## src/logic/video_timing_pkg.sv

```systemverilog
// scan timing defaults and the screen coordinate type for the display engine
package video_timing_pkg;

  // screen coordinate, counts up to 1023
  typedef logic [9:0] coord_t;

  // horizontal timing in pixel clocks
  // 640 visible out of 800 per line
  localparam int H_VISIBLE_DEF    = 640;
  // front porch of 16, then 96 of sync
  localparam int H_SYNC_START_DEF = 656;
  localparam int H_SYNC_END_DEF   = 752;
  localparam int H_TOTAL_DEF      = 800;

  // vertical timing in lines
  // 480 visible out of 525 per frame
  localparam int V_VISIBLE_DEF    = 480;
  // front porch of 10, then 2 lines of sync
  localparam int V_SYNC_START_DEF = 490;
  localparam int V_SYNC_END_DEF   = 492;
  localparam int V_TOTAL_DEF      = 525;

endpackage

```

## src/logic/fb_mem_pkg.sv

```systemverilog
// frame buffer memory word, address and region definitions with default geometry
package fb_mem_pkg;

  // one word address on the external memory bus
  typedef logic [23:0] mem_addr_t;

  // colour view of a word, one bit per gun
  // blue gets two bits so it is split
  typedef struct packed {
    logic red;
    logic green;
    logic blue_hi;
    logic blue_lo;
  } color_t;

  // a stored word, pixel colour in the buffers and depth in the depth region
  // depth is an unsigned fraction, all ones is farthest
  typedef union packed {
    color_t     color;
    logic [3:0] depth;
  } mem_word_u;

  // which region of memory an access targets
  typedef logic [1:0] region_t;

  localparam region_t RGN_BUF0  = 2'd0;
  localparam region_t RGN_BUF1  = 2'd1;
  localparam region_t RGN_DEPTH = 2'd2;

  // clear values
  localparam color_t     COLOR_BLACK = '0;
  localparam logic [3:0] DEPTH_FAR   = 4'hF;

  // default buffer size in words, quarter of the visible area
  localparam int FB_W_DEF = 320;
  localparam int FB_H_DEF = 240;

endpackage

```

## src/logic/scan_timer.sv

```systemverilog
// raster scan counters with sync pulses and a frame start strobe
`timescale 1ns/1ps

module scan_timer #(
  parameter int H_SYNC_START = video_timing_pkg::H_SYNC_START_DEF,
  parameter int H_SYNC_END   = video_timing_pkg::H_SYNC_END_DEF,
  parameter int H_TOTAL      = video_timing_pkg::H_TOTAL_DEF,
  parameter int V_SYNC_START = video_timing_pkg::V_SYNC_START_DEF,
  parameter int V_SYNC_END   = video_timing_pkg::V_SYNC_END_DEF,
  parameter int V_TOTAL      = video_timing_pkg::V_TOTAL_DEF
) (
  input  logic                     clk,
  input  logic                     rst_n,
  output video_timing_pkg::coord_t o_x,
  output video_timing_pkg::coord_t o_y,
  output logic                     o_hsync,
  output logic                     o_vsync,
  output logic                     o_frame_start
);

  import video_timing_pkg::*;

  logic line_end;
  logic frame_end;

  // last pixel of a line, last line of a frame
  assign line_end  = (o_x == coord_t'(H_TOTAL - 1));
  assign frame_end = (o_y == coord_t'(V_TOTAL - 1));

  // one step per clock, x wraps into the next line
  always_ff @(posedge clk or negedge rst_n) begin
    if (!rst_n) begin
      o_x <= '0;
      o_y <= '0;
    end else if (line_end) begin
      o_x <= '0;
      // vertical wrap only at the end of the last line
      if (frame_end) begin
        o_y <= '0;
      end else begin
        o_y <= o_y + 1'b1;
      end
    end else begin
      o_x <= o_x + 1'b1;
    end
  end

  // syncs are active low inside their windows
  assign o_hsync = !((o_x >= coord_t'(H_SYNC_START)) && (o_x < coord_t'(H_SYNC_END)));
  assign o_vsync = !((o_y >= coord_t'(V_SYNC_START)) && (o_y < coord_t'(V_SYNC_END)));

  // high for the single cycle at the top left corner
  assign o_frame_start = (o_x == '0) && (o_y == '0);

endmodule

```

## src/logic/scanout_reader.sv

```systemverilog
// front buffer scanout with look-ahead reads and pixel alignment
`timescale 1ns/1ps

module scanout_reader #(
  parameter int FB_W       = fb_mem_pkg::FB_W_DEF,
  parameter int FB_H       = fb_mem_pkg::FB_H_DEF,
  parameter int H_VISIBLE  = video_timing_pkg::H_VISIBLE_DEF,
  parameter int V_VISIBLE  = video_timing_pkg::V_VISIBLE_DEF,
  parameter int H_TOTAL    = video_timing_pkg::H_TOTAL_DEF,
  parameter int V_TOTAL    = video_timing_pkg::V_TOTAL_DEF,
  parameter int RD_LATENCY = 2
) (
  input  logic                      clk,
  input  logic                      rst_n,
  input  video_timing_pkg::coord_t  i_x,
  input  video_timing_pkg::coord_t  i_y,
  input  logic                      i_front_sel,
  input  fb_mem_pkg::mem_word_u     i_mem_rdata,
  output logic                      o_rd_req,
  output logic                      o_next_rd,
  output fb_mem_pkg::mem_addr_t     o_rd_addr,
  output logic [3:0]                o_pixel
);

  import video_timing_pkg::*;
  import fb_mem_pkg::*;

  // distance between the timer and the position being fetched
  localparam int        LOOK_AHEAD = RD_LATENCY + 1;
  localparam mem_addr_t BUF1_BASE  = mem_addr_t'(FB_W * FB_H);

  logic [10:0]         x_sum;
  coord_t              la_x;
  coord_t              la_y;
  logic                la_in_buf;
  mem_addr_t           front_base;
  // in-buffer flag per fetch in flight, bit 0 is the read on the bus
  logic [RD_LATENCY:0] flag_sr;

  // look-ahead position
  // past the line end it wraps into the next line, fetched during hblank
  always_comb begin
    x_sum = {1'b0, i_x} + 11'(LOOK_AHEAD);
    la_x  = x_sum[9:0];
    la_y  = i_y;
    if (x_sum >= 11'(H_TOTAL)) begin
      la_x = coord_t'(x_sum - 11'(H_TOTAL));
      // last line wraps to the top of the next frame
      la_y = (i_y == coord_t'(V_TOTAL - 1)) ? '0 : coord_t'(i_y + 1'b1);
    end
  end

  // buffer clipped to the visible area
  assign la_in_buf = (la_x < coord_t'(FB_W)) && (la_x < coord_t'(H_VISIBLE)) &&
                     (la_y < coord_t'(FB_H)) && (la_y < coord_t'(V_VISIBLE));

  assign front_base = i_front_sel ? BUF1_BASE : '0;

  // row major word address inside the front buffer
  always_ff @(posedge clk) begin
    o_rd_addr <= front_base + mem_addr_t'(la_y) * mem_addr_t'(FB_W) + mem_addr_t'(la_x);
  end

  always_ff @(posedge clk or negedge rst_n) begin
    if (!rst_n) begin
      flag_sr <= '0;
      o_pixel <= '0;
    end else begin
      flag_sr <= {flag_sr[RD_LATENCY-1:0], la_in_buf};
      // oldest flag lines up with the word now on the bus
      // positions without a fetch show black
      o_pixel <= flag_sr[RD_LATENCY] ? i_mem_rdata.color : COLOR_BLACK;
    end
  end

  // read goes out the cycle after the position is decided
  assign o_rd_req  = flag_sr[0];
  // what o_rd_req will be next cycle
  assign o_next_rd = la_in_buf;

endmodule

```

## src/logic/buffer_clearer.sv

```systemverilog
// clears the new back buffer to black and the depth region to far after a swap
`timescale 1ns/1ps

module buffer_clearer #(
  parameter int FB_W = fb_mem_pkg::FB_W_DEF,
  parameter int FB_H = fb_mem_pkg::FB_H_DEF
) (
  input  logic                  clk,
  input  logic                  rst_n,
  input  logic                  i_start,
  input  logic                  i_front_sel,
  input  logic                  i_grant,
  output logic                  o_wr_req,
  output fb_mem_pkg::mem_addr_t o_addr,
  output fb_mem_pkg::mem_word_u o_data,
  output logic                  o_idle
);

  import fb_mem_pkg::*;

  localparam int        FB_WORDS   = FB_W * FB_H;
  localparam mem_addr_t LAST_WORD  = mem_addr_t'(FB_WORDS - 1);
  localparam mem_addr_t BUF1_BASE  = mem_addr_t'(FB_WORDS);
  localparam mem_addr_t DEPTH_BASE = mem_addr_t'(2 * FB_WORDS);

  // sequence states
  localparam logic [1:0] ST_IDLE  = 2'd0;
  localparam logic [1:0] ST_COLOR = 2'd1;
  localparam logic [1:0] ST_DEPTH = 2'd2;

  logic [1:0] state;
  mem_addr_t  cnt;
  logic       back_sel;
  region_t    rgn;
  mem_addr_t  base;

  always_ff @(posedge clk or negedge rst_n) begin
    if (!rst_n) begin
      state    <= ST_IDLE;
      cnt      <= '0;
      back_sel <= 1'b0;
    end else begin
      case (state)
        ST_IDLE: begin
          if (i_start) begin
            // front flips on this same edge
            // so the old front is the new back
            back_sel <= i_front_sel;
            cnt      <= '0;
            state    <= ST_COLOR;
          end
        end
        ST_COLOR: begin
          // advance only when the bus was ours
          if (i_grant) begin
            if (cnt == LAST_WORD) begin
              cnt   <= '0;
              state <= ST_DEPTH;
            end else begin
              cnt <= cnt + 1'b1;
            end
          end
        end
        ST_DEPTH: begin
          if (i_grant) begin
            if (cnt == LAST_WORD) begin
              cnt   <= '0;
              state <= ST_IDLE;
            end else begin
              cnt <= cnt + 1'b1;
            end
          end
        end
        default: begin
          state <= ST_IDLE;
        end
      endcase
    end
  end

  // target region and its base
  always_comb begin
    if (state == ST_DEPTH) begin
      rgn = RGN_DEPTH;
    end else begin
      rgn = back_sel ? RGN_BUF1 : RGN_BUF0;
    end
    case (rgn)
      RGN_BUF1:  base = BUF1_BASE;
      RGN_DEPTH: base = DEPTH_BASE;
      default:   base = '0;
    endcase
  end

  // colour words in the buffer, far depth in the depth region
  always_comb begin
    if (state == ST_DEPTH) begin
      o_data.depth = DEPTH_FAR;
    end else begin
      o_data.color = COLOR_BLACK;
    end
  end

  // request held until granted
  assign o_wr_req = (state != ST_IDLE);
  assign o_addr   = base + cnt;
  assign o_idle   = (state == ST_IDLE);

endmodule

```

## src/logic/mem_arbiter.sv

```systemverilog
// fixed priority arbiter for the memory bus with the render free window
`timescale 1ns/1ps

module mem_arbiter #(
  parameter int FB_W = fb_mem_pkg::FB_W_DEF,
  parameter int FB_H = fb_mem_pkg::FB_H_DEF
) (
  input  logic                  clk,
  input  logic                  rst_n,
  // scanout, always served
  input  logic                  i_rd_req,
  input  fb_mem_pkg::mem_addr_t i_rd_addr,
  input  logic                  i_next_rd,
  // clearer
  input  logic                  i_clr_req,
  input  fb_mem_pkg::mem_addr_t i_clr_addr,
  input  fb_mem_pkg::mem_word_u i_clr_data,
  input  logic                  i_clr_idle,
  // renderer
  input  logic                  i_rnd_wr,
  input  fb_mem_pkg::mem_addr_t i_rnd_addr,
  input  fb_mem_pkg::mem_word_u i_rnd_data,
  output logic                  o_clr_grant,
  output logic                  o_rnd_free,
  // external bus
  output logic                  o_mem_rd,
  output logic                  o_mem_wr,
  output fb_mem_pkg::mem_addr_t o_mem_addr,
  output fb_mem_pkg::mem_word_u o_mem_wdata
);

  import fb_mem_pkg::*;

  // buffers plus depth region, nothing above is ever written
  localparam mem_addr_t ADDR_LIMIT = mem_addr_t'(3 * FB_W * FB_H);

  logic rnd_ok;
  logic rnd_grant;

  // out of range render writes are dropped
  assign rnd_ok = i_rnd_wr && (i_rnd_addr < ADDR_LIMIT);

  // scanout, then clearer, then renderer
  assign o_clr_grant = i_clr_req && !i_rd_req;
  assign rnd_grant   = rnd_ok && !i_rd_req && !i_clr_req;

  assign o_mem_rd = i_rd_req;
  assign o_mem_wr = o_clr_grant || rnd_grant;

  always_comb begin
    if (i_rd_req) begin
      o_mem_addr = i_rd_addr;
    end else if (o_clr_grant) begin
      o_mem_addr = i_clr_addr;
    end else begin
      o_mem_addr = i_rnd_addr;
    end
  end

  assign o_mem_wdata = o_clr_grant ? i_clr_data : i_rnd_data;

  // free next cycle
  // no read now, none coming and the clearer has finished
  always_ff @(posedge clk or negedge rst_n) begin
    if (!rst_n) begin
      o_rnd_free <= 1'b0;
    end else begin
      o_rnd_free <= !i_rd_req && !i_next_rd && i_clr_idle;
    end
  end

endmodule

```

## src/logic/tinygpu_fb_top.sv

```systemverilog
// display engine top with swap control, scanout, clearing and bus sharing
`timescale 1ns/1ps

module tinygpu_fb_top #(
  parameter int FB_W         = fb_mem_pkg::FB_W_DEF,
  parameter int FB_H         = fb_mem_pkg::FB_H_DEF,
  parameter int H_VISIBLE    = video_timing_pkg::H_VISIBLE_DEF,
  parameter int H_SYNC_START = video_timing_pkg::H_SYNC_START_DEF,
  parameter int H_SYNC_END   = video_timing_pkg::H_SYNC_END_DEF,
  parameter int H_TOTAL      = video_timing_pkg::H_TOTAL_DEF,
  parameter int V_VISIBLE    = video_timing_pkg::V_VISIBLE_DEF,
  parameter int V_SYNC_START = video_timing_pkg::V_SYNC_START_DEF,
  parameter int V_SYNC_END   = video_timing_pkg::V_SYNC_END_DEF,
  parameter int V_TOTAL      = video_timing_pkg::V_TOTAL_DEF,
  parameter int RD_LATENCY   = 2
) (
  input  logic                  clk,
  input  logic                  rst_n,
  input  logic                  i_swap,
  input  logic                  i_rnd_wr,
  input  fb_mem_pkg::mem_addr_t i_rnd_addr,
  input  fb_mem_pkg::mem_word_u i_rnd_data,
  input  fb_mem_pkg::mem_word_u i_mem_rdata,
  output logic                  o_mem_rd,
  output logic                  o_mem_wr,
  output fb_mem_pkg::mem_addr_t o_mem_addr,
  output fb_mem_pkg::mem_word_u o_mem_wdata,
  output logic                  o_rnd_free,
  output logic                  o_hsync,
  output logic                  o_vsync,
  output logic [3:0]            o_pixel
);

  import video_timing_pkg::*;
  import fb_mem_pkg::*;

  coord_t    x;
  coord_t    y;
  logic      hsync_raw;
  logic      vsync_raw;
  logic      frame_start;
  logic      swap_pending;
  logic      front_sel;
  logic      rd_front;
  logic      clr_start;
  logic      rd_req;
  logic      next_rd;
  mem_addr_t rd_addr;
  logic      clr_req;
  mem_addr_t clr_addr;
  mem_word_u clr_data;
  logic      clr_grant;
  logic      clr_idle;

  scan_timer #(
    .H_SYNC_START (H_SYNC_START),
    .H_SYNC_END   (H_SYNC_END),
    .H_TOTAL      (H_TOTAL),
    .V_SYNC_START (V_SYNC_START),
    .V_SYNC_END   (V_SYNC_END),
    .V_TOTAL      (V_TOTAL)
  ) u_scan_timer (
    .clk           (clk),
    .rst_n         (rst_n),
    .o_x           (x),
    .o_y           (y),
    .o_hsync       (hsync_raw),
    .o_vsync       (vsync_raw),
    .o_frame_start (frame_start)
  );

  // swap request waits for the frame start, then flips the front
  // a swap arriving on that very cycle stays pending for the next frame
  always_ff @(posedge clk or negedge rst_n) begin
    if (!rst_n) begin
      swap_pending <= 1'b0;
      front_sel    <= 1'b0;
    end else if (frame_start && swap_pending) begin
      front_sel    <= ~front_sel;
      swap_pending <= i_swap;
    end else if (i_swap) begin
      swap_pending <= 1'b1;
    end
  end

  assign clr_start = frame_start && swap_pending;

  // in the last line every in-buffer fetch belongs to the next frame
  // so it already reads the buffer that will be the front
  // as does the frame start cycle, whose flip only lands at its end
  assign rd_front = front_sel ^
                    (swap_pending && (frame_start || (y == coord_t'(V_TOTAL - 1))));

  scanout_reader #(
    .FB_W       (FB_W),
    .FB_H       (FB_H),
    .H_VISIBLE  (H_VISIBLE),
    .V_VISIBLE  (V_VISIBLE),
    .H_TOTAL    (H_TOTAL),
    .V_TOTAL    (V_TOTAL),
    .RD_LATENCY (RD_LATENCY)
  ) u_scanout_reader (
    .clk         (clk),
    .rst_n       (rst_n),
    .i_x         (x),
    .i_y         (y),
    .i_front_sel (rd_front),
    .i_mem_rdata (i_mem_rdata),
    .o_rd_req    (rd_req),
    .o_next_rd   (next_rd),
    .o_rd_addr   (rd_addr),
    .o_pixel     (o_pixel)
  );

  buffer_clearer #(
    .FB_W (FB_W),
    .FB_H (FB_H)
  ) u_buffer_clearer (
    .clk         (clk),
    .rst_n       (rst_n),
    .i_start     (clr_start),
    .i_front_sel (front_sel),
    .i_grant     (clr_grant),
    .o_wr_req    (clr_req),
    .o_addr      (clr_addr),
    .o_data      (clr_data),
    .o_idle      (clr_idle)
  );

  mem_arbiter #(
    .FB_W (FB_W),
    .FB_H (FB_H)
  ) u_mem_arbiter (
    .clk         (clk),
    .rst_n       (rst_n),
    .i_rd_req    (rd_req),
    .i_rd_addr   (rd_addr),
    .i_next_rd   (next_rd),
    .i_clr_req   (clr_req),
    .i_clr_addr  (clr_addr),
    .i_clr_data  (clr_data),
    .i_clr_idle  (clr_idle),
    .i_rnd_wr    (i_rnd_wr),
    .i_rnd_addr  (i_rnd_addr),
    .i_rnd_data  (i_rnd_data),
    .o_clr_grant (clr_grant),
    .o_rnd_free  (o_rnd_free),
    .o_mem_rd    (o_mem_rd),
    .o_mem_wr    (o_mem_wr),
    .o_mem_addr  (o_mem_addr),
    .o_mem_wdata (o_mem_wdata)
  );

  // pixel register trails the timer by one position
  // one sync stage brings the syncs to the same position
  always_ff @(posedge clk or negedge rst_n) begin
    if (!rst_n) begin
      o_hsync <= 1'b1;
      o_vsync <= 1'b1;
    end else begin
      o_hsync <= hsync_raw;
      o_vsync <= vsync_raw;
    end
  end

endmodule

```

## config.mk

```make
export PLATFORM = sky130hd
export DESIGN_NAME = tinygpu_fb_top
export DESIGN_NICKNAME = d
export VERILOG_FILES = /design/src/logic/video_timing_pkg.sv /design/src/logic/fb_mem_pkg.sv /design/src/logic/scan_timer.sv /design/src/logic/scanout_reader.sv /design/src/logic/buffer_clearer.sv /design/src/logic/mem_arbiter.sv /design/src/logic/tinygpu_fb_top.sv
export SDC_FILE = /design/constraint.sdc
export NUM_CORES = 1
export LEC_CHECK = 0
export BUFFER_PORTS_ARGS = -buffer_cell sky130_fd_sc_hd__buf_2
export CAP_MARGIN = 5
export CORE_AREA = 5 5 160 162
export DETAILED_ROUTE_END_ITERATION = 8
export DIE_AREA = 0 0 165 167
export GPL_TIMING_DRIVEN = 0
export PLACE_DENSITY = 0.36
export SKIP_LAST_GASP = 1
export SLEW_MARGIN = 30
export SYNTH_ARGS = -nofsm -noshare
export SYNTH_HDL_FRONTEND = slang
export SYNTH_SLANG_ARGS = --single-unit
```

## constraint.sdc

```tcl
create_clock -name clk -period 6.54 [get_ports clk]
set_input_delay 0.327 -clock clk [delete_from_list [all_inputs] [get_ports clk]]
set_output_delay 0.327 -clock clk [all_outputs]
set_load 0.05 [all_outputs]
```

# Yosys cells after proc, flatten, opt, wreduce, memory -nomap -nowiden
# Index checks and enable logic that the tools add are counted.
dict set report totals {
  reg_bits 83
  input_bits 36
  out_inout_bits 37
  word_cells 103
}
dict set report classes {
  add_sub_neg 8
  mul 1
  magnitude_cmp 10
  n_eq_ne 13
  n_mux 25
  bitwise 2
  reduce_logical 31
}
# operator count
set op_table {}
lappend op_table {{24-bit two-way mux} 5}
lappend op_table {{24-bit one-hot mux with 2 select lines} 1}
lappend op_table {{10-bit two-way mux} 4}
lappend op_table {{18-bit one-hot mux with 2 select lines} 1}
lappend op_table {{10-bit by 9-bit less-than comparator with 1-bit output (second input constant)} 3}
lappend op_table {{18-bit by 24-bit adder with 24-bit output} 1}
lappend op_table {{24-bit by 1-bit adder with 24-bit output (second input constant)} 1}
lappend op_table {{24-bit by 10-bit adder with 24-bit output} 1}
lappend op_table {{24-bit by 19-bit adder with 24-bit output} 1}
lappend op_table {{24-bit by 17-bit == test with 1-bit output (second input constant)} 1}
lappend op_table {{24-bit by 18-bit less-than comparator with 1-bit output (second input constant)} 1}
lappend op_table {{10-bit by 1-bit adder with 10-bit output (second input constant)} 2}
lappend op_table {{10-bit == test (second input constant)} 2}
lappend op_table {{10-bit logical NOT} 2}
lappend op_table {{10-bit less-than comparator (second input constant)} 2}
lappend op_table {{17-bit two-way mux} 1}
lappend op_table {{1-bit logical AND} 14}
lappend op_table {{10-bit by 3-bit multiplier with 13-bit output (second input constant)} 1}
lappend op_table {{2-bit two-way mux} 6}
lappend op_table {{4-bit two-way mux} 3}
lappend op_table {{10-bit by 2-bit adder with 11-bit output (second input constant)} 1}
lappend op_table {{11-bit by 10-bit >= comparator with 1-bit output (second input constant)} 1}
lappend op_table {{10-bit >= comparator (second input constant)} 1}
lappend op_table {{10-bit by 9-bit >= comparator with 1-bit output (second input constant)} 1}
lappend op_table {{other kinds (18)} 33}

# Logic depth before layout (Yosys ltp)
# Gate-level depths: netlist of the first run.
dict set report depth {
  depth_word 10
  depth_mapped 28
  ltp_nobuf 26
}

# Modules after synthesis
# Synthesis of the first run repeated with hierarchy kept, for this count alone.
dict set report hier_totals {
  cells_unflattened 748
  hier_area_um2 6497.5
}
# mod n_inst cells_each area_each_um2 seq_area_each_um2
set by_module_without_submodules {}
lappend by_module_without_submodules {buffer_clearer 1 266 2317.2 675.6}
lappend by_module_without_submodules {scanout_reader 1 262 2294.7 575.6}
lappend by_module_without_submodules {scan_timer 1 113 1087.3 500.5}
lappend by_module_without_submodules {mem_arbiter 1 94 626.9 25.0}
lappend by_module_without_submodules {tinygpu_fb_top 1 13 171.4 102.6}

# Worst setup path after synthesis of the first run
# OpenSTA, ideal clock, no wires.
dict set report synth_timing {
  path_kind {flip-flop to flip-flop}
  start {register u_scan_timer.o_x[0]}
  end {register u_scanout_reader.o_rd_addr[18]}
  t_arrival_ns 5.607
  required_ns 6.403
  path_slack_ns 0.796
  path_stages_with_launch 26
  n_path_buf 2
  cell_sequence {dfrtp_1 -> inv_1 -> ha_1 -> nand4b_2 -> or2_2 -> xor2_1 -> ha_1 -> nand3_1 -> a211oi_2 -> or2_1 -> clkbuf_1 -> clkbuf_1 -> o21ai_0 -> ha_1 -> ha_1 -> inv_1 -> fa_1 -> nor2b_1 -> o21ai_0 -> a21boi_0 -> nor2_1 -> ha_1 -> a31o_2 -> a31oi_1 -> o21bai_1 -> a311oi_1}
}
dict set report synth_via {
  elab_cells_between_ends 14
}
# item line
set synth_lines {}
lappend synth_lines {{start: declaration} scan_timer.sv:14} ;# output video_timing_pkg::coord_t o_x,
lappend synth_lines {{start signal: assignment} scan_timer.sv:44} ;# o_x <= o_x + 1'b1;
lappend synth_lines {{10-bit by 2-bit adder with 11-bit output (*)} scanout_reader.sv:43} ;# x_sum = {1'b0, i_x} + 11'(LOOK_AHEAD);
lappend synth_lines {{10-bit subtractor or 11-bit by 10-bit >= comparator with 1-bit output (tied branches)} {scanout_reader.sv:47, scanout_reader.sv:46}}
lappend synth_lines {{10-bit two-way mux (*)} scanout_reader.sv:46} ;# if (x_sum >= 11'(H_TOTAL)) begin
lappend synth_lines {{named net u_scanout_reader.la_x[0]} scanout_reader.sv:33} ;# coord_t la_x;
lappend synth_lines {{24-bit by 10-bit adder with 24-bit output (*)} scanout_reader.sv:61} ;# o_rd_addr <= front_base + mem_addr_t'(la_y) * mem_addr_t'(FB_W) + mem_addr_t'(la_x);
lappend synth_lines {{end signal: assignment} scanout_reader.sv:61}
lappend synth_lines {{end: declaration} scanout_reader.sv:21} ;# output fb_mem_pkg::mem_addr_t o_rd_addr,
# The timed path passes the listed nets; every way through them passes the cells marked *.
# A chain may end at the register's enable or synchronous reset.

# Worst setup path after layout of the first run
dict set report layout_timing {
  start {register u_scan_timer.o_x[1]}
  end {register u_scanout_reader.o_rd_addr[18]}
}
dict set report layout_via {
  elab_chain_len 8
  elab_cells_between_ends 14
}
# item line
set layout_lines {}
lappend layout_lines {{parallel branches: the longest is 7 deep, another holds 24-bit by 19-bit adder with 24-bit output} -}
lappend layout_lines {{24-bit by 10-bit adder with 24-bit output (*)} scanout_reader.sv:61}
# Mark *: on every way between the ends.

==> flow_metrics.py, run 1 <==
metrics = {
    "logic_synthesis": {
        "post-synth-top-count-cell": "sky130_fd_sc_hd__nand2_1",
        "most_used_dff_post_synth": "sky130_fd_sc_hd__dfrtp_1",
        "async_reset_ff_frac": 0.747,
        "synth_common_cells": "sky130_fd_sc_hd__nand2_1 (77), sky130_fd_sc_hd__o21ai_0 (61), sky130_fd_sc_hd__dfrtp_1 (57)",
        "yosys.area.top_type_share": 0.243,
        "synth-warning-count": 0,
        "netlist_instances": 709,
        "synth.avg_cell_area_um2": 8.28,
        "post_synth_instance_area_um2": 5870,
        "synth_seq_cells": 79,
        "ys_seq_area_frac": 0.320,
        "post-synth-top-area-cell": "sky130_fd_sc_hd__dfrtp_1",
        "synthDistinctLibCells": 71,
        "dominant_cells_by_area_after_synthesis": "sky130_fd_sc_hd__dfrtp_1 (24%), sky130_fd_sc_hd__ha_1 (8.9%), sky130_fd_sc_hd__dfxtp_1 (6.8%)",
        "synth-edff-count": 0,
        "synth_nets": 790,
    },
    "detailed_routing": {
        "drt.antenna.violating_nets": 0,
        "drc": 0,
        "drt-pass1-iter-count": 5,
        "total_via_count_after_detailed_routing": 5389,
        "post_drt_via_cell_ratio": 4.80,
        "drt_iter0_markers": 281,
        "detail_route.wirelength_um": 18500,
        "routed_wirelength_normalized_by_instance_count_um": 16.5,
    },
    "placement": {
        "hpwl_detailed_um": 14500,
        "buffer_ports.inserted": 72,
        "place_congestion": 0.835,
        "place_worst_setup_slack_ns": -0.797,
    },
    "power": {
        "power_density_nw_per_um2": 146,
        "leakage_uw": 0.00304,
        "worst_ir_drop_vdd_mv": 0.102,
    },
    "min_path": {
        "class_of_the_tightest_hold_or_removal_check": "primary input to flip-flop",
    },
    "die": {
        "core_region_area_um2": 24000,
        "floorplan.die_area_um2": 27600,
        "num_io_pins": 73,
        "start_util": 0.245,
        "floorplan.die.height_um": 167,
        "rows": 57,
        "die_width_um": 165,
    },
    "cts": {
        "cts_tree": "done",
        "cts_buffer_depth": 2,
        "cts-root-buf": "sky130_fd_sc_hd__clkbuf_16",
        "clk_transition_reported_paths_ns": 0.07,
        "tritoncts.num_buffers": 9,
        "cts_num_sinks": 79,
        "cts-htree-levels": 3,
        "insertion_delay_ns": 0.35,
    },
    "final_layout": {
        "post_route_cells_drive_above_1_share": 0.166,
        "finish.net_count": 875,
        "fillers": 2636,
        "layout.area.seq_um2": 1880,
        "area_taken_by_multi_input_logic_gates_um2": 3770,
        "syn2layout_area_growth_pct": 19.2,
        "insertedDiodeCount": 0,
    },
    "timing": {
        "min_period_over_period": 0.918,
        "fin_worst_skew_ns": 0.0160,
        "hold_ws_ns": 0.188,
        "rsz0062_at_grt": "false",
        "max_slew.worst_pin.slew_ns": 0.843,
        "max_freq_mhz": 167,
        "finalSetupViolCount": 0,
        "slew_violations": 0,
        "final_hold_viol_count": 0,
        "fin_crit_ns": 6.00,
        "max_slew_margin": 0.435,
        "setup_ws_ns": 0.538,
    },
    "grt": {
        "antenna_found_initial": 0,
        "via_count_of_the_first_global_routing_pass": 5359,
        "grt_max_degree": 32,
        "congestion_overflow_gr": 0,
        "grt_first_pass_wirelength_um": 30100,
        "globalRouteTotalUtil": 0.138,
    },
    "critical_path": {
        "slowest_delay_ns": 0.47,
        "cp_data_required_time_ns": 6.77,
        "setup.worst_path.start_class": "flip-flop",
        "worst_path_most_repeated_cell": "sky130_fd_sc_hd__ha_1",
        "critical_path_peak_fanout": 9,
        "worstSetupEndpointType": "flip-flop",
        "reg2reg_setup_slack_ns": 0.54,
        "crit_slowest_cell": "sky130_fd_sc_hd__dfrtp_1",
        "worst-endpoint-arrival_ns": 6.23,
        "critical_path_class": "flip-flop to flip-flop",
    },
    "run": {
        "cap_violations": 0,
    },
    "run_status": {
        "run_status": "finished clean",
    },
}
-- metal layers --
layer | global-route usage | wire length [um]
met1 | 0.180 | 8420
met2 | 0.230 | 9120
met3 | 0.0237 | 661
met4 | 0.0434 | 348
met5 | 0 | 0
-- registers in the layout, indices dropped and copies added, names as in the netlist --
register	count
u_buffer_clearer.cnt	24
u_scanout_reader.o_rd_addr	20
u_scan_timer.o_x	10
u_scan_timer.o_y	10
u_scanout_reader.o_pixel	4
u_scanout_reader.flag_sr	3
u_buffer_clearer.state	2
front_sel	1
o_hsync	1
o_vsync	1
swap_pending	1
u_buffer_clearer.back_sel	1
u_mem_arbiter.o_rnd_free	1
-- layout make-up --
cell class	instances	area share
Multi-Input combinational cell	567	0.539
Sequential cell	79	0.269
Tap cell	324	0.0579
Timing Repair Buffer	75	0.0572
Clock buffer	9	0.0322
Buffer	32	0.0211
Inverter	30	0.0161
Clock inverter	7	0.00805
-- cell usage in the layout, fill, tap and decap left out, types with 7 or more instances in the layout --
cell type / instances
sky130_fd_sc_hd__nand2_1: 77
sky130_fd_sc_hd__and3_1: 10
sky130_fd_sc_hd__a21oi_1: 33
sky130_fd_sc_hd__or3_1: 8
sky130_fd_sc_hd__a31oi_1: 7
sky130_fd_sc_hd__nor2_1: 45
sky130_fd_sc_hd__o21ai_0: 59
sky130_fd_sc_hd__xor2_1: 11
sky130_fd_sc_hd__clkbuf_16: 9
sky130_fd_sc_hd__nor2b_1: 8
sky130_fd_sc_hd__a21o_1: 9
sky130_fd_sc_hd__nor3_1: 16
sky130_fd_sc_hd__o21a_1: 11
sky130_fd_sc_hd__or2_2: 9
sky130_fd_sc_hd__xnor2_1: 32
sky130_fd_sc_hd__nand4_1: 7
sky130_fd_sc_hd__nor4_1: 7
sky130_fd_sc_hd__o21ai_1: 29
sky130_fd_sc_hd__dfxtp_1: 20
sky130_fd_sc_hd__and2_1: 12
sky130_fd_sc_hd__inv_1: 30
sky130_fd_sc_hd__clkbuf_1: 20
sky130_fd_sc_hd__buf_2: 78
sky130_fd_sc_hd__nand3_1: 22
sky130_fd_sc_hd__o31ai_1: 18
sky130_fd_sc_hd__ha_1: 42
sky130_fd_sc_hd__dfrtp_1: 56
sky130_fd_sc_hd__mux2i_1: 13
sky130_fd_sc_hd__nand2b_1: 9
-- through the flow --
step | instance area, um^2 | setup TNS [ns] | power (uW) | cells | util
2_1_floorplan | 5870 | 0 | 510 | 709 | -
3_3_place_gp | 6640 | -2.51 | 534 | 1105 | 0.277
3_5_place_dp | 6670 | -3.23 | 536 | 1106 | 0.278
4_1_cts | 6990 | 0 | 1040 | 1124 | 0.292
5_1_grt | 7000 | 0 | 1070 | 1123 | 0.292
6_report | 7000 | 0 | 1020 | 1123 | 0.292
-- repair_timing --
| item | CTS | global route |
|---|---|---|
| hold buffers | 1 | 0 |
| setup buffers | 1 | 0 |
| endpoints found under the setup margin | 7 | 4 |
| pin swaps | 1 | 1 |
| gates resized for setup | 7 | 5 |
| hold endpoints to repair | 28 | 0 |
-- logic make-up after synthesis --
group | synth area share
buffers and inverters | 0.0443
muxes | 0.0241
adders and majority gates | 0.0997
AOI/OAI and AO/OA | 0.229
DFF | 0.320
xor gates and xnor gates | 0.0641
and+or+nand+nor | 0.219
-- report_power, final --
| part | internal (uW) | leakage, uW | switching [uW] |
|---|---|---|---|
| combinational | 12.9 | 0.00197 | 24.1 |
| clock | 263 | 0.000142 | 236 |
| sequential | 488 | 0.000925 | 0.223 |
-- path summary, 6_finish.rpt --
kind,from,endpoint,depth (start not counted)
max,u_scan_timer.o_x[1]$_DFF_PN0_,u_scanout_reader.o_rd_addr[18]$_DFF_P_,25
min,i_mem_rdata[3],u_scanout_reader.o_pixel[3]$_DFF_PN0_,2
max reg2reg,u_scan_timer.o_x[1]$_DFF_PN0_,u_scanout_reader.o_rd_addr[18]$_DFF_P_,25
min reg2reg,u_scanout_reader.flag_sr[1]$_DFF_PN0_,u_scanout_reader.flag_sr[2]$_DFF_PN0_,0
max in group asynchronous,rst_n,o_vsync$_DFF_PN1_,3
min in group asynchronous,rst_n,u_buffer_clearer.cnt[0]$_DFFE_PN0P_,2
-- worst max-delay path, delay by kind of cell (launching register included) --
kind / cells / cell delay, ns
AO/OA/AOI/OAI: 7 / 1.62
XOR/XNOR: 1 / 0.17
adder cells (fa/ha/maj): 6 / 1.66
buffers and inverters: 3 / 0.38
flip-flops: 1 / 0.47
AND/OR/NAND/NOR: 8 / 1.56
No activity file was read; power rests on OpenSTA's default activity.
==> run 2, diff against run 1 <==
==> constraint.sdc (replaced) <==
create_clock -name clk -period 6.54 [get_ports clk]
set_input_delay 1.962 -clock clk [delete_from_list [all_inputs] [get_ports clk]]
set_output_delay 1.962 -clock clk [all_outputs]
set_load 0.05 [all_outputs]
==> flow_metrics.py, run 2 (same netlist as run 1, synthesis figures left out) <==
metrics = {
    "run_status": {
        "run_status": "finished clean",
    },
    "die": {
        "num_io_pins": 73,
        "floorplan.die.height_um": 167,
        "die_width_um": 165,
        "rows": 57,
        "core_region_area_um2": 24000,
        "start_util": 0.245,
        "floorplan.die_area_um2": 27600,
    },
    "detailed_routing": {
        "total_via_count_after_detailed_routing": 5378,
        "drc": 0,
        "drt-pass1-iter-count": 5,
        "drt_iter0_markers": 299,
        "detail_route.wirelength_um": 18600,
        "post_drt_via_cell_ratio": 4.79,
        "routed_wirelength_normalized_by_instance_count_um": 16.6,
        "drt.antenna.violating_nets": 0,
    },
    "final_layout": {
        "post_route_cells_drive_above_1_share": 0.167,
        "max_ffs_per_register": 24,
        "largest_registers": "u_buffer_clearer.cnt: 24 flops, u_scanout_reader.o_rd_addr: 20 flops",
        "finish.net_count": 874,
        "fillers": 2637,
        "final_area_um2": 6990,
        "most-common-layout-cells": "sky130_fd_sc_hd__buf_2 (78), sky130_fd_sc_hd__nand2_1 (77), sky130_fd_sc_hd__o21ai_0 (59), sky130_fd_sc_hd__dfrtp_1 (56), sky130_fd_sc_hd__nor2_1 (45)",
        "layout.cells.most_common": "sky130_fd_sc_hd__buf_2",
        "max_flop_register": "u_buffer_clearer.cnt",
        "syn2layout_area_growth_pct": 19.0,
        "insertedDiodeCount": 0,
        "finish.cell_count_without_fillers": 1122,
    },
    "critical_path": {
        "crit-reg2reg-launch": "u_scan_timer.o_x[1]$_DFF_PN0_",
        "critical_path_peak_fanout": 9,
        "crit_slowest_cell": "sky130_fd_sc_hd__dfrtp_1",
        "setup.worst_path.start_class": "flip-flop",
        "worst_path_most_repeated_cell": "sky130_fd_sc_hd__ha_1",
        "worst-endpoint-arrival_ns": 6.23,
        "reg2reg_setup_slack_ns": 0.54,
        "worstSetupEndpointType": "flip-flop",
        "critical_path_class": "flip-flop to flip-flop",
        "r2r.worst_path.cells": 25,
        "cp_data_required_time_ns": 6.77,
        "slowest_delay_ns": 0.47,
        "critical_path.reg2reg.endpoint": "u_scanout_reader.o_rd_addr[18]$_DFF_P_",
    },
    "timing": {
        "max_freq_mhz": 167,
        "fin_worst_skew_ns": 0.0148,
        "setup_tns_ns": 0,
        "max_slew_margin": 0.443,
        "finalSetupViolCount": 0,
        "hold_ws_ns": 0.349,
        "fin_crit_ns": 6.00,
        "slew_violations": 0,
        "rsz0062_at_grt": "false",
        "final_hold_viol_count": 0,
        "max_slew.worst_pin.slew_ns": 0.832,
        "min_period_over_period": 0.917,
    },
    "cts": {
        "postCtsHoldBufs": 0,
        "clk_transition_reported_paths_ns": 0.07,
        "cts-htree-levels": 3,
        "cts_buffer_depth": 2,
        "cts_tree": "done",
        "insertion_delay_ns": 0.35,
        "cts_num_sinks": 79,
        "tritoncts.num_buffers": 9,
        "cts-root-buf": "sky130_fd_sc_hd__clkbuf_16",
    },
    "grt": {
        "met3_track_utilization_from_global_routing": 0.0237,
        "congestion_overflow_gr": 0,
        "via_count_of_the_first_global_routing_pass": 5359,
        "globalRouteMet2Util": 0.230,
        "globalRouteTotalUtil": 0.138,
        "grt_first_pass_wirelength_um": 30100,
        "grt_busiest_layer": "met2",
        "met1_usage": 0.180,
        "antenna_found_initial": 0,
        "grt_max_degree": 32,
    },
    "min_path": {
        "min_path_cells": 0,
        "worstHoldEndpoint": "u_scanout_reader.flag_sr[2]$_DFF_PN0_",
        "class_of_the_tightest_hold_or_removal_check": "flip-flop to flip-flop",
        "hold_start": "u_scanout_reader.flag_sr[1]$_DFF_PN0_",
    },
    "placement": {
        "place_inst": 1106,
        "hpwl_detailed_um": 14500,
        "buffer_ports.inserted": 72,
        "place_congestion": 0.835,
        "placed_cell_area_um2": 6670,
    },
    "power": {
        "report.power.total_uw": 1020,
        "power_density_nw_per_um2": 146,
        "leakage_uw": 0.00304,
        "worst_ir_drop_vdd_mv": 0.103,
    },
    "run": {
        "cap_violations": 0,
    },
}
-- run 2: repair_timing --
item                                   CTS  global route
buffers inserted                         1             0
setup endpoints to repair                7             4
resized for setup                        7             5
endpoints found under the hold margin    0             0
pin swaps                                1             1
-- run 2: layer usage --
layer / up-vias / part of all wire
li1: 2729 / -
met1: 2526 / 0.45
met2: 97 / 0.49
met3: 26 / 0.037
met4: 0 / 0.021
met5: - / 0
-- run 2: report_power, final --
part | internal, uW | switching, uW
clock | 263 | 236
sequential | 488 | 0.224
combinational | 12.6 | 24.1
-- run 2: metrics by stage --
| step | setup WS (ns) | util |
|---|---|---|
| floorplan | 0.796 | - |
| global placement | -0.644 | 0.277 |
| detailed placement | -0.797 | 0.278 |
| CTS | 0.0877 | 0.291 |
| global route | 0.00337 | 0.292 |
| finish | 0.544 | 0.292 |
-- run 2: area by class of cell --
class	count	area, um^2	area share
plain buffers	32	148	0.0211
clock buffers	9	225	0.0322
clock inverters	7	56.3	0.00806
inverters	30	113	0.0161
multi-input cells	567	3770	0.539
flip-flops and latches	79	1880	0.269
well taps	324	405	0.0580
repair buffers	74	390	0.0559
-- run 2: worst max path at each step --
| stage | from | end | slack, ns | cells past startpoint |
|---|---|---|---|---|
| after floorplan | u_scan_timer.o_x[0]$_DFF_PN0_ | u_scanout_reader.o_rd_addr[18]$_DFF_P_ | 0.80 | 25 |
| after global placement | u_scan_timer.o_x[0]$_DFF_PN0_ | u_scanout_reader.o_rd_addr[18]$_DFF_P_ | -0.64 | 25 |
| after detailed placement | u_scan_timer.o_x[0]$_DFF_PN0_ | u_scanout_reader.o_rd_addr[18]$_DFF_P_ | -0.80 | 25 |
| after CTS | u_scan_timer.o_x[0]$_DFF_PN0_ | u_scanout_reader.o_rd_addr[18]$_DFF_P_ | 0.09 | 25 |
| after global routing | u_scan_timer.o_x[1]$_DFF_PN0_ | u_scanout_reader.o_rd_addr[18]$_DFF_P_ | 0.003 | 25 |
| final | u_scan_timer.o_x[1]$_DFF_PN0_ | u_scanout_reader.o_rd_addr[18]$_DFF_P_ | 0.54 | 25 |
-- run 2: worst max-delay path: cells and delay by family, from the launching register on --
| kind | cells | cell delay, ns |
|---|---|---|
| adders and majority gates | 6 | 1.67 |
| AOI/OAI and AO/OA | 7 | 1.62 |
| and+or+nand+nor | 8 | 1.54 |
| DFF | 1 | 0.47 |
| buffers and inverters | 3 | 0.38 |
| xor gates and xnor gates | 1 | 0.17 |
